**config.mk**
```make
export PLATFORM = sky130hd
export DESIGN_NAME = mci_sram_arb
export DESIGN_NICKNAME = d
export VERILOG_FILES = /design/src/hw/mci_pkg.sv /design/src/hw/mci_sram_arb.sv
export SDC_FILE = /design/constraint.sdc
export NUM_CORES = 1
export LEC_CHECK = 0
export BUFFER_PORTS_ARGS = -buffer_cell sky130_fd_sc_hd__clkbuf_2
export CAP_MARGIN = 10
export CORE_AREA = 4 4 114 116
export CTS_BUF_LIST = sky130_fd_sc_hd__clkbuf_8
export DETAILED_ROUTE_END_ITERATION = 7
export DIE_AREA = 0 0 118 120
export PLACE_DENSITY = 0.47
export SETUP_SLACK_MARGIN = 0.05
export SLEW_MARGIN = 5
export SYNTH_ARGS = -nofsm -noshare
export SYNTH_HDL_FRONTEND = slang
export SYNTH_SLANG_ARGS = --single-unit
```
**constraint.sdc**
```tcl
create_clock -name clk -period 1.6 [get_ports clk]
set_clock_uncertainty 0.1 [all_clocks]
set_input_delay 0.08 -clock clk [delete_from_list [all_inputs] [get_ports clk]]
set_output_delay 0.08 -clock clk [all_outputs]
set_load 0.01 [all_outputs]
```
**src/hw/mci_pkg.sv**
```systemverilog
////////////////////////////////
// Bus transaction types
////////////////////////////////

// Port view shared by SoC, MCU, CSR and SRAM.
// The handshake is valid/hold:
//   requester raises dv with req
//   accepted when dv high and hold low
//   req kept stable while hold is high
//   rdata arrives one cycle after an accepted read
package mci_pkg;

    // Word and address widths
    localparam int unsigned DATA_W = 32;
    localparam int unsigned ADDR_W = 32;

    ////////////////////////////////
    // Request
    ////////////////////////////////

    // Byte address, word write data, write flag
    // 65 bits in total
    typedef struct packed {
        logic [ADDR_W-1:0] addr;
        logic [DATA_W-1:0] wdata;
        logic              write;
    } mci_req_t;

    ////////////////////////////////
    // Response
    ////////////////////////////////

    // rdata is valid only in the cycle after an accepted read
    // error belongs to the accepting cycle
    // 33 bits in total
    typedef struct packed {
        logic [DATA_W-1:0] rdata;
        logic              error;
    } mci_rsp_t;

endpackage

```
**src/hw/mci_sram_arb.sv**
```systemverilog
`timescale 1ns/100ps

module mci_sram_arb
    import mci_pkg::*;
(
    input  logic     clk,
    input  logic     rst_n,

    // SoC requester, already decoded
    input  logic     soc_dv,
    input  mci_req_t soc_req,
    output logic     soc_hold,
    output mci_rsp_t soc_rsp,

    // MCU requester
    input  logic     mcu_dv,
    input  mci_req_t mcu_req,
    output logic     mcu_hold,
    output mci_rsp_t mcu_rsp,

    // Single SRAM port
    output logic     sram_dv,
    output mci_req_t sram_req,
    input  mci_rsp_t sram_rsp
);

    logic contend;
    logic gnt_soc;
    logic gnt_mcu;

    // Set when SoC won the last contended cycle
    logic last_soc_q;

    // Read data owner for next cycle
    logic rd_soc_q;
    logic rd_mcu_q;

    ////////////////////////////////
    // Grant
    ////////////////////////////////

    always_comb contend = soc_dv & mcu_dv;

    // Lone requester wins at once
    // under contention the side that lost last time wins
    always_comb gnt_soc = soc_dv & (~mcu_dv | ~last_soc_q);
    always_comb gnt_mcu = mcu_dv & ~gnt_soc;

    always_comb soc_hold = soc_dv & ~gnt_soc;
    always_comb mcu_hold = mcu_dv & ~gnt_mcu;

    // Winner goes to the SRAM
    always_comb sram_dv  = gnt_soc | gnt_mcu;
    always_comb sram_req = gnt_soc ? soc_req : mcu_req;

    ////////////////////////////////
    // State
    ////////////////////////////////

    always_ff @(posedge clk) begin
        if (!rst_n) begin
            // MCU counts as last winner so SoC gets the first tie
            last_soc_q <= 1'b0;
            rd_soc_q   <= 1'b0;
            rd_mcu_q   <= 1'b0;
        end else begin
            // Flips on every contended grant
            if (contend) begin
                last_soc_q <= gnt_soc;
            end
            rd_soc_q <= gnt_soc & ~soc_req.write;
            rd_mcu_q <= gnt_mcu & ~mcu_req.write;
        end
    end

    ////////////////////////////////
    // Responses
    ////////////////////////////////

    always_comb begin
        soc_rsp.rdata = rd_soc_q ? sram_rsp.rdata : '0;
        soc_rsp.error = gnt_soc & sram_rsp.error;
        mcu_rsp.rdata = rd_mcu_q ? sram_rsp.rdata : '0;
        mcu_rsp.error = gnt_mcu & sram_rsp.error;
    end

endmodule

```
**After elaboration in Yosys (flattened, before gate mapping)**

Index checks and enable logic that the tools add are counted.

- Register bits: 3
- Input port bits: 167
- Output and inout bits: 134
- Logic and storage cells: 23

- Mux-type cells: 3
- Bitwise operators: 17

Operators by type and width:

| operator | number |
|---|---|
| 65-bit two-way mux | 1 |
| 32-bit two-way mux | 2 |
| 1-bit bitwise AND | 9 |
| 1-bit NOT | 6 |
| 1-bit bitwise OR | 2 |

**Longest topological paths before layout**

- Depth after elaboration: 7
- Depth in mapped cells: 4
- Depth with buffers taken out: 2

**Least setup slack after synthesis**

No wires, ideal clock.

- Path type: register to output
- Start: register last_soc_q
- End: output sram_req[56] in the netlist's numbering
- Arrival time: 1.127 ns
- Data required time: 1.420 ns
- Slack: 0.293 ns
- Stages on the path, launching flop included: 5
- Path buffers: 2
- Path through: dfxtp_1 -> a21boi_4 -> buf_6 -> buf_8 -> mux2_4

RTL lines:

| element | RTL line | text |
|---|---|---|
| start: declaration | mci_sram_arb.sv:32 | `logic last_soc_q;` |
| start signal: assignment | mci_sram_arb.sv:69 | `last_soc_q <= gnt_soc;` |
| end: declaration | mci_sram_arb.sv:23 | `output mci_req_t sram_req,` |

==> results.py <==
metrics = {
    "global_routing": {
        "grt_pass1_vias": 2448,
        "grt_pass1_wl_um": 12200,
        "grt_usage_pct": 10.4,
        "grt_max_degree": 33,
        "antenna_found_initial": 0,
        "overflow": 0,
    },
    "setup_path": {
        "worstRegToRegCells": 5,
        "cp-start-kind": "flop",
        "path_max_fanout": 15,
        "crit_type": "flop to primary output",
        "timing.rr.start": "last_soc_q",
        "required_ps": 1420,
        "worst_ep_arrival_time_ps": 1520,
        "timing.rr.end": "rd_soc_q",
        "r2r_setup_slack_ps": 410,
        "end_kind": "primary output",
    },
    "cts": {
        "cts_made_buffers": 3,
        "cts_tree": "done",
        "root_buffer": "clkbuf_8",
        "clk_latency_ps": 210,
        "h-tree-depth": 1,
        "ctsLongestPathBuffers": 2,
        "clock_sinks": 3,
        "clk_pin_slew_worst_paths_ps": 30,
    },
    "die": {
        "io_pins": 301,
        "dieArea_um2": 14200,
        "start_util_pct": 12.7,
        "std_cell_rows": 40,
        "die_x_um": 118,
        "die_h_um": 120,
        "core_area_um2": 11900,
    },
    "run": {
        "max_cap_violations": 0,
    },
    "hold_path": {
        "hp-class": "primary input to flop",
        "min_to": "rd_mcu_q",
        "hold_depth": 2,
        "min-delay-start": "mcu_req[0]",
    },
    "synth": {
        "synth_warnings": 0,
        "avgSynthCellArea_um2": 9.52,
        "ys_ff_latch": 3,
        "syn_inst": 159,
        "syn_nets": 326,
        "netlist-cell-type-count": 19,
        "synth_seq_area_share_pct": 3.97,
        "netlist_area_um2": 1510,
    },
    "timing": {
        "worst_slack_ps": -95.2,
        "fmax_mhz": 590,
        "worst_slew_pin_slew_ps": 213,
        "grt_setup_unrepaired": "true",
        "maxSlewHeadroom_pct": 85.6,
        "slew_violations": 0,
        "holdWs_ps": -0.283,
        "fin_crit_sh_pct": 106,
        "finalSetupViolations": 59,
        "tns_ps": -3480,
        "fin_crit_ps": 1700,
        "hold_viol": 1,
    },
    "cells_and_area": {
        "fillers": 1272,
        "drive_above_1_share_pct": 83.4,
        "layout.nets": 639,
        "multi_input_area_um2": 1390,
        "stdcell_count": 618,
        "postLayoutCoreUtil_pct": 29.2,
        "diodes": 0,
        "regArea_um2": 63.8,
        "area_growth_pct": 130,
    },
    "drt": {
        "vias": 2366,
        "wl_per_cell_um": 13.3,
        "first_pass_iters": 4,
        "drtAntennaViolNets": 0,
        "avgViaCountPerCell": 3.83,
        "routed_wl_um": 8250,
        "drc": 0,
        "drt_iter0_drc": 11,
    },
    "power": {
        "ir_drop_mv": 0.234,
        "total_power_mw": 1.22,
        "p_leak_nw": 2.15,
        "p_per_area_nw_per_um2": 352,
    },
    "placed_design": {
        "dp.cells": 604,
        "hpwl_um": 7390,
        "port_buffers": 300,
        "dp_slack_ps": 79.2,
        "gp_congestion": 0.753,
    },
    "run_status": {
        "failed_checks": "negative hold slack, negative setup slack",
        "run_status": "finished, violations left",
    },
}
[repair_timing]
action	CTS	global route
buffers inserted	7	1
endpoints found under the hold margin	0	1
endpoints found under the setup margin	66	65
hold buffers	0	1
gates resized for setup	19	22
cloned	1	0
[placed cells by master, fill, tap and decap left out]
master | synthesis | layout
a21bo_2 | 1 | 1
a21boi_4 | 1 | 1
a21oi_1 | 1 | 1
and2_1 | 65 | 65
and3_1 | 2 | 2
buf_12 | 2 | 3
buf_16 | 0 | 2
buf_4 | 3 | 14
buf_6 | 1 | 8
clkbuf_2 | 0 | 293
clkbuf_8 | 0 | 3
dfxtp_1 | 3 | 2
dfxtp_4 | 0 | 1
dlygate4sd3_1 | 0 | 1
inv_1 | 3 | 4
mux2_2 | 37 | 22
mux2_4 | 28 | 43
nand2b_1 | 1 | 1
nand3b_1 | 1 | 1
nor3b_2 | 1 | 1
nor4b_1 | 1 | 1
or2_2 | 1 | 1
[how the worst max path moves through the flow]
stage | start | to | slack, ps | depth (start not counted)
3_3_place_gp | last_soc_q | sram_req[0] | 100 | 4
4_1_cts | last_soc_q | sram_req[50] | -120 | 5
5_1_grt | last_soc_q | sram_req[49] | -160 | 5
6_report | last_soc_q | sram_req[50] | -100 | 5
3_5_place_dp | last_soc_q | sram_req[50] | 80 | 5
2_1_floorplan | last_soc_q | sram_req[56] | 290 | 4
[final cells by class]
class / count / share of cell area, %
Clock inverter: 1 / 0.108
Clock buffer: 3 / 1.19
Inverter: 3 / 0.324
Timing Repair Buffer: 321 / 51.4
Multi-Input combinational cell: 140 / 39.9
Sequential cell: 3 / 1.83
Tap cell: 147 / 5.29
[power breakdown]
group | switching (mW) | leakage [nW] | total, mW | internal [mW]
Sequential | 0.00197 | 0.0253 | 0.0804 | 0.0784
Clock | 0.0484 | 0.0269 | 0.212 | 0.163
Combinational | 0.374 | 2.10 | 0.932 | 0.559
Total | 0.424 | 2.15 | 1.22 | 0.800
[critical path, cell delays in order, from the launching register on]
cell and delay [ps]:
dfxtp_4 340, a21boi_4 170, buf_12 170, buf_16 170, mux2_4 310, clkbuf_2 130
[layer usage]
| layer | track usage [%] | part of all wire, % | up-vias | routed length [µm] |
|---|---|---|---|---|
| met1 | 10.8 | 37 | 1041 | 3010 |
| met2 | 20.8 | 54 | 154 | 4460 |
| li1 | - | - | 1165 | - |
| met4 | 2.56 | 0.90 | 0 | 74 |
| met3 | 2.50 | 8.4 | 6 | 695 |
| met5 | 0 | 0 | - | 0 |
[logic make-up (layout without fill, tap and decap cells)]
kind of cell	count (synthesis)	in the layout	synth area share, %
mux	65	65	55.3
buf+inv	16	328	8.10
simple gates	72	72	30.4
flops	3	3	3.97
compound gates	3	3	2.23
[cells in the mapped netlist (all sizes together)]
library cell  instances  area [µm²]
mux2                 65         837
or2                   1        6.26
nand3b                1        7.51
dfxtp                 3        60.1
nand2b                1        6.26
a21bo                 1        10.0
a21oi                 1        5.00
nor3b                 1        12.5
inv                   3        11.3
and3                  2        12.5
nor4b                 1        8.76
and2                 65         407
buf                   7        88.8
a21boi                1        18.8
clkbuf                6        22.5
[sequential cells by signal, indices dropped and copies added, names as in the netlist]
register and flops:
last_soc_q 1, rd_mcu_q 1, rd_soc_q 1
[through the flow]
step | hold slack (ps) | area [µm²]
detailed placement | 230 | 3210
global placement | 239 | 3210
global route | 4.78 | 3480
floorplan | 49.5 | 1510
finish | -0.283 | 3480
CTS | 2.45 | 3400
No activity file was read; power rests on OpenSTA's default activity.
