--- src/hw/mci_pkg.sv ---
////////////////////////////////
// Bus transaction types
////////////////////////////////

// Port view shared by SoC, MCU, CSR and SRAM.
// The handshake is valid/hold:
//   requester raises dv with req
//   accepted when dv high and hold low
//   req kept stable while hold is high
//   rdata arrives one cycle after an accepted read
package mci_pkg;

    // Word and address widths
    localparam int unsigned DATA_W = 32;
    localparam int unsigned ADDR_W = 32;

    ////////////////////////////////
    // Request
    ////////////////////////////////

    // Byte address, word write data, write flag
    // 65 bits in total
    typedef struct packed {
        logic [ADDR_W-1:0] addr;
        logic [DATA_W-1:0] wdata;
        logic              write;
    } mci_req_t;

    ////////////////////////////////
    // Response
    ////////////////////////////////

    // rdata is valid only in the cycle after an accepted read
    // error belongs to the accepting cycle
    // 33 bits in total
    typedef struct packed {
        logic [DATA_W-1:0] rdata;
        logic              error;
    } mci_rsp_t;

endpackage

--- src/hw/mci_map_pkg.sv ---
////////////////////////////////
// Memory map
////////////////////////////////

// Address regions seen from the SoC port and the CSR layout
package mci_map_pkg;

    import mci_pkg::*;

    // Region sizes are given in KB
    localparam int unsigned KB = 1024;

    // CSR region at the bottom of the map
    localparam logic [ADDR_W-1:0] CSR_START_ADDR = 32'h0000_0000;
    localparam int unsigned       CSR_SIZE_KB    = 4;

    // MCU SRAM window, size set per instance
    localparam logic [ADDR_W-1:0] MCU_SRAM_START_ADDR = 32'h0002_0000;

    ////////////////////////////////
    // CSR register indices
    ////////////////////////////////

    // Scratch words live at indices 0 to 7
    localparam int unsigned CSR_NUM_SCRATCH = 8;

    // Read-only identification word right after the scratch words
    localparam int unsigned CSR_ID_IDX = 8;

    // Value returned by the ID register
    // ASCII "MCI" plus a revision byte
    localparam logic [DATA_W-1:0] CSR_ID_VALUE = 32'h4D43_4901;

endpackage

--- src/hw/mci_axi_sub_decode.sv ---
`timescale 1ns/100ps

module mci_axi_sub_decode
    import mci_pkg::*;
    import mci_map_pkg::*;
#(
    parameter int unsigned MCU_SRAM_SIZE_KB = 4
) (
    input  logic     clk,
    input  logic     rst_n,

    // SoC side
    input  logic     soc_dv,
    input  mci_req_t soc_req,
    output logic     soc_hold,
    output mci_rsp_t soc_rsp,

    // CSR block
    output logic     csr_dv,
    output mci_req_t csr_req,
    input  mci_rsp_t csr_rsp,

    // SRAM arbiter, SoC leg
    output logic     sram_dv,
    output mci_req_t sram_req,
    input  logic     sram_hold,
    input  mci_rsp_t sram_rsp
);

    // Inclusive end addresses of each region
    localparam logic [ADDR_W-1:0] CSR_END_ADDR =
        ADDR_W'(CSR_START_ADDR + CSR_SIZE_KB * KB - 1);
    localparam logic [ADDR_W-1:0] MCU_SRAM_END_ADDR =
        ADDR_W'(MCU_SRAM_START_ADDR + MCU_SRAM_SIZE_KB * KB - 1);

    logic csr_hit;
    logic sram_hit;
    logic soc_miss;

    // Owner of the read data due next cycle
    logic rd_csr_q;
    logic rd_sram_q;

    ////////////////////////////////
    // Address decode
    ////////////////////////////////

    always_comb csr_hit  = soc_req.addr inside {[CSR_START_ADDR:CSR_END_ADDR]};
    always_comb sram_hit = soc_req.addr inside {[MCU_SRAM_START_ADDR:MCU_SRAM_END_ADDR]};

    // Neither region matched
    always_comb soc_miss = soc_dv & ~csr_hit & ~sram_hit;

    ////////////////////////////////
    // Request toward targets
    ////////////////////////////////

    // dv only to the matching target
    always_comb csr_dv  = soc_dv & csr_hit;
    always_comb sram_dv = soc_dv & sram_hit;

    // Address passed untouched, targets strip their own base
    always_comb csr_req  = soc_req;
    always_comb sram_req = soc_req;

    ////////////////////////////////
    // Read data owner
    ////////////////////////////////

    always_ff @(posedge clk) begin
        if (!rst_n) begin
            rd_csr_q  <= 1'b0;
            rd_sram_q <= 1'b0;
        end else begin
            // CSR never holds
            rd_csr_q  <= csr_dv & ~soc_req.write;
            // SRAM read counts only once the arbiter lets it through
            rd_sram_q <= sram_dv & ~sram_hold & ~soc_req.write;
        end
    end

    ////////////////////////////////
    // Response back to SoC
    ////////////////////////////////

    // Hold only comes from SRAM contention
    always_comb soc_hold = sram_dv & sram_hold;

    always_comb begin
        soc_rsp.rdata = rd_csr_q  ? csr_rsp.rdata  :
                        rd_sram_q ? sram_rsp.rdata : '0;
        // Target error or a miss, in the accepting cycle
        soc_rsp.error = (csr_dv & csr_rsp.error) |
                        (sram_dv & ~sram_hold & sram_rsp.error) |
                        soc_miss;
    end

endmodule

--- config.mk ---
export PLATFORM = sky130hd
export DESIGN_NAME = mci_axi_sub_decode
export DESIGN_NICKNAME = d
export VERILOG_FILES = /design/src/hw/mci_pkg.sv /design/src/hw/mci_map_pkg.sv /design/src/hw/mci_axi_sub_decode.sv
export SDC_FILE = /design/constraint.sdc
export NUM_CORES = 1
export LEC_CHECK = 0
export BUFFER_PORTS_ARGS = -buffer_cell sky130_fd_sc_hd__buf_2
export CORE_AREA = 2 2 116 118
export DETAILED_ROUTE_END_ITERATION = 6
export DIE_AREA = 0 0 118 120
export PLACE_DENSITY = 0.54
export SYNTH_ARGS = -nofsm -noshare
export SYNTH_HDL_FRONTEND = slang
export SYNTH_SLANG_ARGS = --single-unit
--- constraint.sdc ---
create_clock -name clk -period 3 [get_ports clk]
set_clock_uncertainty 0.1 [all_clocks]
set_input_delay 0.3 -clock clk [delete_from_list [all_inputs] [get_ports clk]]
set_output_delay 0.3 -clock clk [all_outputs]
set_load 0.05 [all_outputs]
After elaboration in Yosys (flattened, before gate mapping) --
Cells that the tools add are included.
Storage, ports and cells: bits in registers 2, bits of input ports 135, output and inout port bits 166, logic and storage cells 26
Cells by class: magnitude comparators 4, muxes and demuxes 2, bitwise logic cells 16, reduce and logical (&&, ||, !) cells 2
Operators by type and width (count):
- 32-bit two-way mux | 2
- 32-bit by 1-bit >= comparator with 1-bit output (second input constant) | 1
- 32-bit by 18-bit >= comparator with 1-bit output (second input constant) | 1
- 32-bit by 12-bit <= comparator with 1-bit output (second input constant) | 1
- 32-bit by 18-bit <= comparator with 1-bit output (second input constant) | 1
- 1-bit bitwise AND | 10
- 1-bit inverter | 4
- 1-bit logical AND | 2
- 1-bit bitwise OR | 2

Logic depth before layout (Yosys ltp) --
depth in word-level cells 7, depth in mapped cells 4, depth with buffers taken out 3

Least setup slack after synthesis --
No wires, ideal clock.
path type in2out, start point in soc_req[64] (netlist name), end point out soc_hold, arrival 1853 ps, required time 2600 ps, slack 747 ps, cell stages on the path 3, buffers on the path 0, cells stage by stage nor4_2 -> nand3_2 -> nor3_1
On the way: word-level cells in the longest chain between the ends 4, elaborated cells on any way between the ends 5, those cells by class order compare: 2; bitwise: 2; reduce/logical: 1
Ends and longest elaborated chain:
- start, declared | RTL line mci_axi_sub_decode.sv:14 | input mci_req_t soc_req,
- 32-bit by 18-bit >= comparator with 1-bit output / 32-bit by 18-bit <= comparator with 1-bit output (equally long branches) | RTL line mci_axi_sub_decode.sv:49 | always_comb sram_hit = soc_req.addr inside {[MCU_SRAM_START_ADDR:MCU_SRAM_END_ADDR]};
- 1-bit logical AND * | RTL line mci_axi_sub_decode.sv:49
- 1-bit bitwise AND * | RTL line mci_axi_sub_decode.sv:60 | always_comb sram_dv = soc_dv & sram_hit;
- 1-bit bitwise AND * | RTL line mci_axi_sub_decode.sv:87 | always_comb soc_hold = sram_dv & sram_hold;
- end, declared | RTL line mci_axi_sub_decode.sv:15 | output logic soc_hold,
Every way passes the cells marked *; elsewhere a longest branch is shown, timed or not.

Worst setup path after layout --
start point in soc_req[46] (netlist name), end point out csr_dv
On the way: word-level cells in the longest chain between the ends 3, elaborated cells on any way between the ends 4, those cells by class order compare: 2; bitwise: 1; reduce/logical: 1
Ends and longest elaborated chain:
- 32-bit by 1-bit >= comparator with 1-bit output / 32-bit by 12-bit <= comparator with 1-bit output (equally long branches) | RTL line mci_axi_sub_decode.sv:48 | always_comb csr_hit = soc_req.addr inside {[CSR_START_ADDR:CSR_END_ADDR]};
- 1-bit logical AND * | RTL line mci_axi_sub_decode.sv:48
- 1-bit bitwise AND * | RTL line mci_axi_sub_decode.sv:59 | always_comb csr_dv = soc_dv & csr_hit;
- end, declared | RTL line mci_axi_sub_decode.sv:19 | output logic csr_dv,
Marks and branches as above.

==> results.py <==
metrics = {
    "yosys": {
        "syn-num-nets": 330,
        "synth_area_um2": 1490,
        "avgSynthCellArea_um2": 7.65,
        "synth-seq-cells": 2,
        "synthMostInstantiatedCell": "buf_4",
        "yosysSeqAreaShare": 0.0268,
        "yosysTopAreaCell": "buf_4",
        "yosys.cell_types.count": 21,
        "synth_edf_count": 0,
        "yosysWarnings": 0,
        "ys.flop_type": "dfxtp_1",
        "netlist_instances": 195,
        "synthTopCellsByArea": "buf_4 65%, a22o_1 18%, dfxtp_1 2.7%",
        "synth_top_area_share": 0.654,
        "async_reset_ff_frac": 0,
        "synth_common_cells": "130 x buf_4, 31 x a22o_1, 5 x nor3_1",
    },
    "grt": {
        "grt_pass1_vias": 1206,
        "grt_pass1_wl_um": 6390,
        "grt_max_degree": 34,
        "gr-usage-all-layers": 0.0578,
        "overflow": 0,
        "antenna_found_initial": 0,
    },
    "placed_design": {
        "gp_congestion": 0.674,
        "dp.cells": 404,
        "portBuffers": 168,
        "placed_area_um2": 1560,
        "dp_slack_ns": 1.05,
        "hpwl_um": 3960,
    },
    "cts": {
        "cts_setup_buffers": 0,
        "root_buffer": "clkbuf_16",
        "clock-sinks": 2,
        "cts_tree": "done",
        "h-tree-depth": 1,
        "hold_buffers": 0,
        "max-clock-path-buffers": 2,
        "cts_buffers": 3,
        "cts_resized": 0,
        "path_clk_slew_ns": 0.03,
    },
    "critical_path": {
        "setup.worst_path.start_class": "primary input",
        "cp_cell_sequence": "buf_2 > nor4_1 > nand2_1 > nor4b_2 > buf_2",
        "cp_max_fo": 6,
        "cpPeakStageDelay_ns": 0.32,
        "cp-end-kind": "primary output",
        "crit_top_cell": "buf_2",
        "required_ns": 2.60,
        "cpLargestDelayFamily": "simple AND/OR/NAND/NOR gates",
        "crit_path_top_delay_cell": "nor4_1",
        "crit_buf_inv": 2,
        "critPathKind": "primary input to primary output",
        "worst_ep_arrival_time_ns": 1.53,
    },
    "sta": {
        "post-route-min-period_ns": 1.93,
        "fmax_ghz": 0.519,
        "finalHoldViolCount": 0,
        "rsz0062_at_grt": "false",
        "final.setup.tns_ns": 0,
        "slew_headroom": 0.765,
        "drv_slew": 0,
        "worst_slew_pin_slew_ns": 0.352,
        "hold_ws_ns": 0.259,
        "final.period_utilization": 0.642,
        "setup_viol": 0,
        "finalWorstSetupSlack_ns": 1.07,
    },
    "die": {
        "start_util": 0.115,
        "boundaryPins": 301,
        "coreArea_um2": 13000,
        "rows": 42,
        "dieArea_um2": 14200,
        "fp.dieW_um": 118,
        "chipHeight_um": 120,
    },
    "drt": {
        "vias": 1322,
        "via_per_inst": 3.25,
        "wl_per_cell_um": 11.2,
        "postRouteAntennaNets": 0,
        "dr.first_iter.drc_count": 25,
        "drc": 0,
        "drt-total-wl_um": 4570,
        "dr.pass1.iters": 4,
    },
    "finish": {
        "multiInputGateArea_um2": 448,
        "drive_gt1_frac": 0.771,
        "seq_area_um2": 40.0,
        "fin_area_um2": 1640,
        "diodes": 0,
        "fin_cells": 407,
        "area_delta_synth_final_pct": 9.81,
        "final_nets": 368,
        "final.fill_count": 1521,
    },
    "hold_path": {
        "timing.hold.worst.class": "primary input to flop",
    },
    "flow_run": {
        "max_cap_violations": 0,
    },
    "power_and_ir_drop": {
        "p_leak_nw": 0.912,
        "power_density_nw_per_um2": 269,
        "ir_drop_mv": 0.222,
    },
    "outcome": {
        "status": "finished clean",
    },
}
## logic make-up after synthesis
family | after synthesis | synth area share
buffers and inverters | 137 | 0.675
AOI/OAI and AO/OA | 34 | 0.194
and+or+nand+nor | 22 | 0.104
DFF | 2 | 0.0268
## final cells by class
| class | instances | share of cell area |
|---|---|---|
| multi-input combinational | 56 | 0.273 |
| timing repair buffer | 170 | 0.522 |
| sequential | 2 | 0.0244 |
| clock buffer | 3 | 0.0458 |
| tap | 176 | 0.134 |
## metal layers
layer / track usage / vias up / wire length, um
met4: 0.0105 / 0 / 14
met1: 0.0562 / 550 / 1570
met5: 0 / - / 0
met2: 0.0963 / 162 / 2090
li1: - / 606 / -
met3: 0.0475 / 4 / 891
## through the flow
| step | power, mW | util |
|---|---|---|
| 2_1_floorplan | 0.503 | - |
| 3_3_place_gp | 0.243 | 0.120 |
| 3_5_place_dp | 0.243 | 0.120 |
| 4_1_cts | 0.447 | 0.126 |
| 5_1_grt | 0.458 | 0.126 |
| 6_report | 0.440 | 0.126 |
## tightest hold or removal path, cell delays in order
cell and delay (ns):
buf_2 0.09, nand4b_1 0.10, nor3_1 0.04
## layout by cell type, fill, tap and decap left out, types with 2 or more instances in the layout
master,Yosys,routed
nor3_1,5,5
a22o_1,31,31
buf_4,130,2
nor4_1,2,2
buf_2,4,168
clkbuf_16,0,3
nand2_1,4,4
dfxtp_1,2,2
## state kept, by name, indices dropped and copies added (netlist names)
register   cells
rd_sram_q      1
rd_csr_q       1
## power by group
| group | switching, mW | total, mW | internal, mW |
|---|---|---|---|
| logic | 0.149 | 0.214 | 0.0653 |
| registers | 0.00000000511 | 0.0268 | 0.0268 |
| clock network | 0.0297 | 0.199 | 0.170 |
| total | 0.179 | 0.440 | 0.262 |
## final timing paths
path | from | end | cells past startpoint
worst max-delay path | soc_req[46] | csr_dv | 5
worst min-delay path | sram_hold | rd_sram_q | 3
No activity file was read; power rests on OpenSTA's default activity.
