### src/hw/mci_pkg.sv
////////////////////////////////
// Bus transaction types
////////////////////////////////

// Port view shared by SoC, MCU, CSR and SRAM.
// The handshake is valid/hold:
//   requester raises dv with req
//   accepted when dv high and hold low
//   req kept stable while hold is high
//   rdata arrives one cycle after an accepted read
package mci_pkg;

    // Word and address widths
    localparam int unsigned DATA_W = 32;
    localparam int unsigned ADDR_W = 32;

    ////////////////////////////////
    // Request
    ////////////////////////////////

    // Byte address, word write data, write flag
    // 65 bits in total
    typedef struct packed {
        logic [ADDR_W-1:0] addr;
        logic [DATA_W-1:0] wdata;
        logic              write;
    } mci_req_t;

    ////////////////////////////////
    // Response
    ////////////////////////////////

    // rdata is valid only in the cycle after an accepted read
    // error belongs to the accepting cycle
    // 33 bits in total
    typedef struct packed {
        logic [DATA_W-1:0] rdata;
        logic              error;
    } mci_rsp_t;

endpackage

### src/hw/mci_map_pkg.sv
////////////////////////////////
// Memory map
////////////////////////////////

// Address regions seen from the SoC port and the CSR layout
package mci_map_pkg;

    import mci_pkg::*;

    // Region sizes are given in KB
    localparam int unsigned KB = 1024;

    // CSR region at the bottom of the map
    localparam logic [ADDR_W-1:0] CSR_START_ADDR = 32'h0000_0000;
    localparam int unsigned       CSR_SIZE_KB    = 4;

    // MCU SRAM window, size set per instance
    localparam logic [ADDR_W-1:0] MCU_SRAM_START_ADDR = 32'h0002_0000;

    ////////////////////////////////
    // CSR register indices
    ////////////////////////////////

    // Scratch words live at indices 0 to 7
    localparam int unsigned CSR_NUM_SCRATCH = 8;

    // Read-only identification word right after the scratch words
    localparam int unsigned CSR_ID_IDX = 8;

    // Value returned by the ID register
    // ASCII "MCI" plus a revision byte
    localparam logic [DATA_W-1:0] CSR_ID_VALUE = 32'h4D43_4901;

endpackage

### src/hw/mci_csr.sv
`timescale 1ns/100ps

module mci_csr
    import mci_pkg::*;
    import mci_map_pkg::*;
(
    input  logic     clk,
    input  logic     rst_n,
    input  logic     dv,
    input  mci_req_t req,
    output mci_rsp_t rsp
);

    // Word index covers the whole CSR region
    localparam int unsigned IDX_W     = $clog2(CSR_SIZE_KB * KB / 4);
    localparam int unsigned SCR_IDX_W = $clog2(CSR_NUM_SCRATCH);

    logic [ADDR_W-1:0] offset;
    logic [IDX_W-1:0]  idx;
    logic              is_scratch;
    logic              is_id;
    logic              access_err;
    logic [DATA_W-1:0] rd_word;
    logic [DATA_W-1:0] rdata_q;

    // Scratch register file
    logic [DATA_W-1:0] scratch_q [CSR_NUM_SCRATCH];

    ////////////////////////////////
    // Index decode
    ////////////////////////////////

    always_comb offset     = req.addr - CSR_START_ADDR;
    always_comb idx        = offset[IDX_W+1:2];
    always_comb is_scratch = idx < CSR_NUM_SCRATCH;
    always_comb is_id      = idx == CSR_ID_IDX;

    // ID write or anything past the ID word
    always_comb access_err = dv & ((is_id & req.write) | (~is_scratch & ~is_id));

    // Read mux
    always_comb begin
        rd_word = '0;
        if (is_scratch) begin
            rd_word = scratch_q[idx[SCR_IDX_W-1:0]];
        end else if (is_id) begin
            rd_word = CSR_ID_VALUE;
        end
    end

    ////////////////////////////////
    // Register update
    ////////////////////////////////

    always_ff @(posedge clk) begin
        if (!rst_n) begin
            for (int i = 0; i < CSR_NUM_SCRATCH; i++) begin
                scratch_q[i] <= '0;
            end
            rdata_q <= '0;
        end else begin
            // Only scratch words take writes
            if (dv && req.write && is_scratch) begin
                scratch_q[idx[SCR_IDX_W-1:0]] <= req.wdata;
            end
            // Zero unless a read was accepted
            rdata_q <= (dv && !req.write) ? rd_word : '0;
        end
    end

    always_comb begin
        rsp.rdata = rdata_q;
        rsp.error = access_err;
    end

endmodule

### config.mk
export PLATFORM = sky130hd
export DESIGN_NAME = mci_csr
export DESIGN_NICKNAME = d
export VERILOG_FILES = /design/src/hw/mci_pkg.sv /design/src/hw/mci_map_pkg.sv /design/src/hw/mci_csr.sv
export SDC_FILE = /design/constraint.sdc
export NUM_CORES = 1
export LEC_CHECK = 0
export CAP_MARGIN = 5
export CORE_ASPECT_RATIO = 1.2
export CORE_MARGIN = 2
export CORE_UTILIZATION = 62
export CTS_CLUSTER_SIZE = 30
export DETAILED_ROUTE_END_ITERATION = 12
export DONT_BUFFER_PORTS = 1
export GPL_ROUTABILITY_DRIVEN = 1
export PLACE_DENSITY = 0.78
export SYNTH_ARGS = -nofsm -noshare
export SYNTH_HDL_FRONTEND = slang
export SYNTH_SLANG_ARGS = --single-unit
### constraint.sdc
create_clock -name clk -period 7.7 [get_ports clk]
set_input_delay 0.385 -clock clk [delete_from_list [all_inputs] [get_ports clk]]
set_output_delay 0.385 -clock clk [all_outputs]
set_load 0.01 [all_outputs]
Word-level counts from Yosys, hierarchy flattened --
Memories as Yosys holds them, arrays and structs flattened. Index checks and enable logic that the tools add are counted.
Word-level totals: output and inout port bits 33, flip-flop bits (word level) 32, bits of input ports 68, logic and storage cells 25, memory bits (writable) 256, memories 1
Operators by class: bitwise operators 6, equality and inequality tests 1, magnitude comparators 1, mux-type cells 9, reduce and logical (&&, ||, !) cells 6
Memories:
- scratch_q | words 8, bits a word 32, rd ports 1, clocked after Yosys merged registers in 0, write ports 8, line mci_csr.sv:27 | logic [DATA_W-1:0] scratch_q [CSR_NUM_SCRATCH];
Operators by type and width (number):
- two-way mux 32 bit | 2
- OR reduction 32 bit | 1
- two-way mux 31 bit | 1
- equality test 10 x 4 -> 1 bit, second input constant | 1
- < comparator 10 x 4 -> 1 bit, second input constant | 1
- two-way mux 1 bit | 5
- bitwise AND 1 bit | 3
- logical AND 1 bit | 3
- two-way mux 3 bit | 1
- NOT 1 bit | 2
- AND reduction 2 bit | 1
- zero test 1 bit | 1
- bitwise OR 1 bit | 1

Longest topological paths before layout --
Gate-level depths: netlist of the first run.
depth in word-level cells 7, gate-level depth with buffers 6, gate-level depth less buffers 3

Worst setup path after synthesis of the first run --
Ideal clock, no wire load.
path kind input to register, start point input port req[41] (netlist name), end point memory scratch_q[1][0], enable pin, data required time 7.306 ns, setup time 0.394 ns, slack 5.031 ns, buffers on the path 1, arrival 2.275 ns, stages 4, path through or4_4 -> buf_6 -> nor4_4 -> nand2b_1
RTL lines:
- start: declaration | line mci_csr.sv:10 | input mci_req_t req,
- end: declaration | line mci_csr.sv:27

==> results of run 1 <==
==> worst max path at each step <==
stage	from	endpoint	slack, ps	depth (start not counted)
finish	req[41]	scratch_q[1][4]	5060	4
global route	req[41]	scratch_q[1][4]	4980	4
CTS	req[41]	scratch_q[1][4]	5080	4
detailed placement	req[41]	scratch_q[1][5]	4550	4
global placement	req[41]	scratch_q[1][5]	4580	4
floorplan	req[41]	scratch_q[1][0]	5030	4
==> routing by layer <==
| metal | vias to the layer above | wire length (um) | global-route usage, % |
|---|---|---|---|
| li1 | 2759 | - | - |
| met1 | 3274 | 9513 | 31.61 |
| met2 | 323 | 13390 | 44.11 |
| met4 | 0 | 832 | 8.801 |
| met5 | - | 0 | 0 |
| met3 | 73 | 2205 | 4.680 |
==> worst reg2reg max path, cell delays in order (launching register included) <==
cell and delay, ps:
edfxtp_1 420, mux4_2 510, mux2i_1 160, o21ai_1 120
==> sequential cells by signal, summed over array words and instances (netlist names) <==
| name | count |
|---|---|
| scratch_q | 256 |
| rdata_q | 32 |
==> layout make-up <==
type	instances	area share, %
inverter	1	0.02801
multi-input combinational	416	28.86
clock buffer	41	5.733
timing repair buffer	9	0.5042
sequential	288	62.15
tap	261	2.437
clock inverter	8	0.2894
==> stage by stage <==
step | util (%) | hold WS (ps) | power [mW] | cells
2_1_floorplan | - | 583.2 | 1.929 | 756
3_3_place_gp | 64.19 | 558.7 | 1.936 | 975
3_5_place_dp | 64.19 | 558.9 | 1.946 | 975
4_1_cts | 68.30 | 15.97 | 3.154 | 1024
5_1_grt | 68.30 | 37.63 | 3.223 | 1024
6_report | 68.30 | 33.65 | 3.142 | 1024
==> cell usage in the layout, fill, tap and decap left out <==
master,instances
nand4_1,1
clkinvlp_4,1
or2_2,1
nor4_4,8
nand2b_2,8
or3b_2,1
nand3_1,1
clkbuf_8,4
clkbuf_1,10
nand4bb_1,1
or4_4,1
dfxtp_1,32
nor4_1,1
o41ai_1,1
clkinv_1,3
o21ai_0,10
buf_4,9
mux2i_1,32
and2_1,256
inv_1,1
mux4_2,64
clkinv_2,4
o21ai_1,1
nor4bb_1,1
edfxtp_1,256
nand3b_1,1
nand4b_1,2
clkbuf_16,27
nor3b_1,1
a31oi_1,1
or4b_4,1
nor2_1,22
==> kinds of logic (layout without fill, tap and decap cells) <==
family	after synthesis	after routing
muxes	96	96
DFF	288	288
AOI/OAI and AO/OA	13	13
buffers and inverters	52	59
and+or+nand+nor	307	307
==> power by group through the flow <==
stage | Sequential [mW] | Clock, mW | Combinational [mW]
2_1_floorplan | 1.81 | 0 | 0.121
3_3_place_gp | 1.81 | 0 | 0.126
3_5_place_dp | 1.82 | 0 | 0.128
4_1_cts | 1.79 | 1.24 | 0.130
5_1_grt | 1.79 | 1.30 | 0.136
6_report | 1.78 | 1.23 | 0.128
==> results.md, run 1 <==
Status:
- The flow ran to the end, and the final reports show no timing, DRC or antenna violations.

Timing:
- The maximum operating frequency is 0.3786 GHz.
- The worst pin sits at a relative slew slack of 23.89%.
- At the pin with the least slew margin, the transition time is 1142 ps.
- Once routing completed, OpenROAD measured the worst setup slack at 5058 ps.
- The number of pins exceeding their max-slew limit in the final report came to 0.
- The final period utilization is 34.31%.
- The count of final hold-check violations came to 0.
- The worst clock skew on the final layout is 10.72 ps.
- The accumulated negative setup slack is 0 ps.
- Setup repair after global routing left no endpoint under its margin.
- The final critical path time including I/O delays and setup is 2642 ps.
- The final-report setup violation count is 0.

Clock tree:
- After clock tree synthesis, the repair step resized 0 gates.
- The clock passes through at most 3 buffers.
- The number of levels the H-tree was split into is 1.
- The number of hold buffers added after cts is 0.
- TritonCTS created 27 clock buffers.
- The root buffer cell is clkbuf_16.
- The buffers inserted during post-CTS setup optimization is 0.
- The tree built by TritonCTS fans out to 288 sinks.
- TritonCTS built the clock tree.
- The clock-pin slew of the registers on the worst-case setup and hold paths is 60 ps.
- For the worst-skew pair, the clock arrives at the later sink with an insertion delay of 530 ps.

Cells and area:
- Of the cells placed in the final design, the portion with a size suffix greater than 1 is 16.91%.
- The layout has 1269 filler cells.
- The area growth from synthesis to final layout is 7.845%.
- The finished cells cover 13400 um2.
- The combined area of the multi-input logic cells is 3867 um2.
- Registers take 8328 um2.
- The antenna diode count is 0.
- The net count reported at finish is 811.

Synth:
- The portion of netlist area occupied by mux cells is 14.18%.
- Yosys mapped a number of flops with a built-in enable equal to 256.
- The synthesized area is 12430 um2.
- Among all flip-flop cells after synthesis, the most frequent one is edfxtp_1.
- The cell count after synthesis is 756.
- The post-synthesis cell type count is 31.
- The area fraction in and, or, nand and nor cells after synthesis is 16.22%.
- The post-synthesis cell type with the largest combined area is edfxtp_1.
- The synthesized netlist devotes 0% of its cell area to adder and majority cells.
- Sorting the synthesized cells by area gives the leading types as edfxtp_1 (62%), and2_1 (13%), mux4_2 (12%), dfxtp_1 (5.2%), mux2i_1 (2.6%).
- Of the total synthesized cell area, the portion taken by XOR and XNOR cells is 0%.
- The compound-cell area share of the yosys netlist is 0.5639%.
- The average cell area after synthesis is 16.44 um2.
- After synthesis, the share of flip-flops with an asynchronous set or reset is 0%.
- In the synthesized netlist, the cells that appear most often are and2_1 (256), edfxtp_1 (256), mux4_2 (64).
- After synthesis, the largest family of logic cells by area is simple AND/OR/NAND/NOR gates.
- The post-synthesis register bit count is 288.
- The area share of the largest cell type after synthesis is 61.87%.
- The net count after synthesis is 824.
- The sequential element share of the synthesized area is 67.02%.
- The Yosys warning count is 0.

Detailed routing:
- The number of detailed-routing iterations run before antenna repair is 5.
- In the routed design, unresolved DRC markers number 0.
- The detail route stage leaves a number of antenna-violating nets equal to 0.
- The average wire per standard cell is 25.33 um.
- The routed layout has 6429 vias.
- The per-cell via count in the routed design is 6.278.
- After the first detailed-routing iteration, the DRC count stood at 577.
- Summed over all layers, the routed wires come to 25940 um.

Power and ir drop:
- The maximum ir drop on the vdd rail is 0.1602 mV.
- Net switching is 19.86% of the power.
- The power density normalized to cell area is 234.5 nW/um2.
- Per report_power, the clock group accounts for 39.1% of the total.
- Summed over all nets, the switching power comes to 0.6241 mW.
- The internal power of the cells totals 2.518 mW.
- Sequential cells burn 56.8% of the power.
- Combinational logic burns 4.1% of the power.
- The static leakage power is 4.685 nW.

Global routing:
- Entering global routing, the biggest net connects 70 pins.
- The first-pass GRT wire length is 39620 um.
- Across every metal layer, demand over resource in global routing totals 25.14%.
- The remaining global-route overflow is 0.
- The initial antenna violation count is 0.
- The number of global-route vias before repair was 7024.

Floorplanning:
- The die footprint is 21190 um2.
- The core region is 19620 um2.
- The chip width is 133.2 um.
- Once the floorplan was initialized, standard cells occupied 63.34% of the core.
- The height of the die is 159.1 um.
- The number of top-level pins is 101.
- The floorplan row count is 56.

Setup path:
- In this run the worst path has a maximum fanout of 33.
- The endpoint of the lowest-slack register-to-register path is rdata_q[0].
- The longest individual stage delay on the worst path is 970 ps.
- Data on the critical path is required at its endpoint by 7840 ps.
- The cell family contributing the most delay on the critical path is simple AND/OR/NAND/NOR gates.
- On the critical path, the stage with the largest delay is an instance of nand2b_2.
- The worst register-to-register path begins at scratch_q[4][0].
- The setup path with the least slack is of type primary input to register.
- The nature of the critical path endpoint is a register.
- The buffers plus inverters on the worst setup path is 1.
- The worst-case register-to-register setup slack is 6350 ps.
- The kind of launch point of the worst setup path is a primary input.
- For the worst flop-to-flop path, the logic depth is 3.
- Walking the worst path, the cells encountered are or4_4 -> nor4_4 -> buf_4 -> nand2b_2.
- The data arrival time at the worst-slack endpoint is 2780 ps.

Place:
- The post-place setup slack is 4546 ps.
- The placed standard-cell area is 12590 um2.
- The global placer's final weighted congestion is 0.6757.
- The sum of net half-perimeters after detailed placement is 13260 um.
- Input and output buffers added on the ports amount to 0.

Hold path:
- The startpoint identified for the worst hold timing path is req[36].
- The cell count of the worst hold path is 2.
- The end point of the most critical hold path is rdata_q[12].
- The path class of the tightest hold or removal check is primary input to register.

Job:
- Max-cap violations in this run came to 0.
Power figures use the tool's default switching activity.
==> inputs of run 2 (changes only) <==
--- a/config.mk
+++ b/config.mk
@@ -8,12 +8,12 @@
 export CAP_MARGIN = 5
 export CORE_ASPECT_RATIO = 1.2
 export CORE_MARGIN = 2
-export CORE_UTILIZATION = 62
+export CORE_UTILIZATION = 57
 export CTS_CLUSTER_SIZE = 30
 export DETAILED_ROUTE_END_ITERATION = 12
 export DONT_BUFFER_PORTS = 1
 export GPL_ROUTABILITY_DRIVEN = 1
-export PLACE_DENSITY = 0.78
+export PLACE_DENSITY = 0.75
 export SYNTH_ARGS = -nofsm -noshare
 export SYNTH_HDL_FRONTEND = slang
 export SYNTH_SLANG_ARGS = --single-unit
==> constraint.sdc (replaced) <==
create_clock -name clk -period 2.2 [get_ports clk]
set_input_delay 0.11 -clock clk [delete_from_list [all_inputs] [get_ports clk]]
set_output_delay 0.11 -clock clk [all_outputs]
set_load 0.01 [all_outputs]
==> run 2 against run 1 <==
  * Via count is 1.7% higher
  * Register-to-register slack worse by 5800 ps
  * Non-clock buffer count is 48 higher
  * Clock skew is 4.9 ps lower
  * Flip-flop and latch count stayed put
  * Total power grew to 3.7 times the previous value
  * First-iteration DRC count is 17% higher
  * Cell count is 6.3% higher
  * Worst setup slack worse by 4600 ps
  * Critical path type is now register to register
  * Cell area is 5.4% higher
==> results.md, run 2 (synthesis results as in run 1) <==
Clock tree:
- The number of buffers on the longest clock path is 3 (unchanged).
- The number of clock sinks seen by CTS came to 288 (unchanged).
- The clock-pin slew of the registers on the worst-case setup and hold paths is 60 ps (about the same).
- The number of levels the H-tree was split into is 1 (unchanged).
- The CTS tree is yes.
- The clock buffer count from CTS is 28 (+3.7%).
- The buffers inserted during post-CTS setup optimization came to 0 (unchanged).
- The root buffer cell is clkbuf_16.
- The clock latency on the worst-skew pair was 530 ps (about the same).

Setup path:
- The master of the slowest instance on the critical path is dlygate4sd3_1.
- The peak fanout along the critical path was 1 (-97%).
- The class of the most critical setup path is register to register.
- The worst setup path is captured at a register.
- The kind of cell with the highest combined delay on the critical path is multiplexers.
- The longest individual stage delay on the worst path was 560 ps (-410 ps).
- The signal on the critical path passes through mux4_2 -> dlygate4sd3_1 -> mux2i_1 -> nor2_1.
- The buffers plus inverters on the worst setup path came to 1 (unchanged).
- The data arrival time at the worst-slack endpoint is 2110 ps (-670 ps).
- The kind of launch point of the worst setup path is a register.
- The required time reported for the critical path endpoint is 2610 ps (-5230 ps).

Detailed routing:
- The remaining routing DRC violations was 0 (unchanged).
- The starting DRC count in detailed routing came to 673 (+17%).
- The number of nets with antenna violations after routing is 0 (unchanged).
- The final wirelength is 27010 um (+4.1%).
- The number of detailed-routing iterations run before antenna repair is 4 (-1).
- The via count of the routed design came to 6541 (+1.7%).
- The per-cell via count in the routed design is 6.006 (-4.3%).
- The average wire per standard cell came to 24.80 um (-2.1%).

Global routing:
- The number of global-route vias before repair came to 7216 (+2.7%).
- The first-pass GRT wire length came to 41780 um (+5.5%).
- The global-route usage over all layers is 23.85% (-1.3 points).
- The initial antenna violation count is 1 (+1).
- The remaining global-route overflow is 0 (unchanged).
- The maximum number of pins on one net before global-route repair is 46 (-34%).

Cells and area:
- The share of layout cells above drive strength 1 is 17.57% (+0.66 points).
- The register containing the most flip-flops in the final layout is scratch_q.
- The largest registers in the layout are scratch_q x256, rdata_q x32.
- The net count reported at finish came to 860 (+6.0%).
- The library cells used most frequently in the layout, excluding fill and tap cells, are and2_1 (256), edfxtp_1 (256), mux4_2 (64).
- The flip-flop count of the largest register, all copies and words added was 256 (unchanged).
- The core occupancy in the finished layout is 65.50% (-2.8 points).
- Compared with the post-synthesis result, the final layout area differs by 13.63%.
- The final-layout fill cell count is 1473 (+16%).

Hold path:
- The type of the tightest min-delay check is primary input to register.

Timing:
- The worst path in the final design needs a cycle of 1700 ps, including I/O delays and setup.
- The number of pins exceeding their max-slew limit in the final report came to 0 (unchanged).
- The headroom to the max-slew limit is 48.42% (+25 points).
- The accumulated negative setup slack was 0 ps (unchanged).
- The slew of the pin with the lowest slew margin is 770.2 ps (-371.4 ps).
- The worst clock skew on the final layout was 5.808 ps (-4.915 ps).
- The final-report setup violation count is 0 (unchanged).
- The final period utilization is 77.27%.
- Timing would allow up to 0.5882 GHz.
- Setup repair after global routing left no endpoint under its margin.
- The count of final hold-check violations came to 0 (unchanged).

Floorplanning:
- The effective utilization at floorplan is 57.64% (-5.7 points).
- The number of top-level pins came to 101 (unchanged).
- The chip width came to 138.8 um (+4.2%).
- The floorplan row count is 59 (+5.4%).
- The core area is 21560 um2 (+9.9%).
- The height of the die is 165.7 um (+4.2%).
- The die footprint is 23000 um2 (+8.5%).

Status:
- The run finished with clean final reports.

Place:
- The sum of net half-perimeters after detailed placement is 13330 um (+0.47%).
- The quantity of I/O buffers inserted on ports is 0 (unchanged).
- The global placer's final weighted congestion is 0.7443 (+10%).

Power and ir drop:
- The maximum ir drop on the vdd rail is 0.6113 mV (+280%).
- The static leakage power came to 4.997 nW (+6.6%).
- The power density normalized to cell area was 815.6 nW/um2 (+250%).

Job:
- The max-cap check violation count came to 0 (unchanged).
==> run 2: changes by cell type in the layout (fill, tap and decap cells not counted), moves of 2 or more <==
cell,before,now
dlygate4sd3_1,0,37
clkbuf_16,27,29
buf_16,0,3
clkinv_1,3,6
buf_12,0,8
clkbuf_1,10,7
bufinv_16,0,2
clkbuf_8,4,2
==> run 2: metrics by stage <==
stage	hold slack (ps)	setup slack, ps	std cells	total power [mW]	instance area [um2]
after global routing	3.542	421.1	1089	11.86	14120
after global placement	300.4	357.1	996	6.807	12770
after detailed placement	293.6	310.0	996	6.842	12770
final	10.16	500.0	1089	11.52	14120
after floorplan	308.2	147.8	756	6.750	12450
after CTS	1.359	511.9	1088	11.58	14120
==> run 2: layer usage <==
metal / part of all wire [%] / global-route usage (%) / up-vias
li1: - / - / 2872
met1: 39 / 31.01 / 3358
met2: 51 / 41.32 / 252
met3: 6.8 / 4.296 / 59
met4: 2.7 / 7.466 / 0
met5: 0 / 0 / -
==> run 2: power by group <==
group          internal [mW]  leakage (nW)  switching [mW]
Combinational          0.331          1.87           0.328
Clock                   2.70         0.437            1.92
Sequential              6.17          2.69          0.0649
Total                   9.21          5.00            2.31
==> run 2: layout make-up <==
type	count	area [um2]	share of cell area (%)
Sequential cell	288	8328	58.98
Multi-Input combinational cell	416	3867	27.39
Clock buffer	38	779.5	5.521
Timing Repair Buffer	57	680.7	4.821
Tap cell	274	342.8	2.428
Clock inverter	14	115.1	0.8152
Inverter	1	3.754	0.02658
Antenna cell	1	2.502	0.01772
==> run 2: path summary, 6_finish.rpt <==
kind | start | endpoint | slack, ps | cells after the start
max | scratch_q[5][2] | rdata_q[2] | 500 | 4
min | req[35] | rdata_q[26] | 10 | 3
max reg2reg | scratch_q[5][2] | rdata_q[2] | 500 | 4
min reg2reg | scratch_q[6][7] | rdata_q[7] | 700 | 3
==> run 2: what timing repair did <==
item / 4_1_cts / 5_1_grt
endpoints found under the hold margin: 287 / 0
hold buffers: 40 / 0
setup endpoints to repair: 0 / 0
gates resized for setup: 0 / 0
==> run 2: tightest hold or removal path, cell delays in order <==
cell     delay (ps)
mux4_2          190
mux2i_1          60
o21ai_0         130
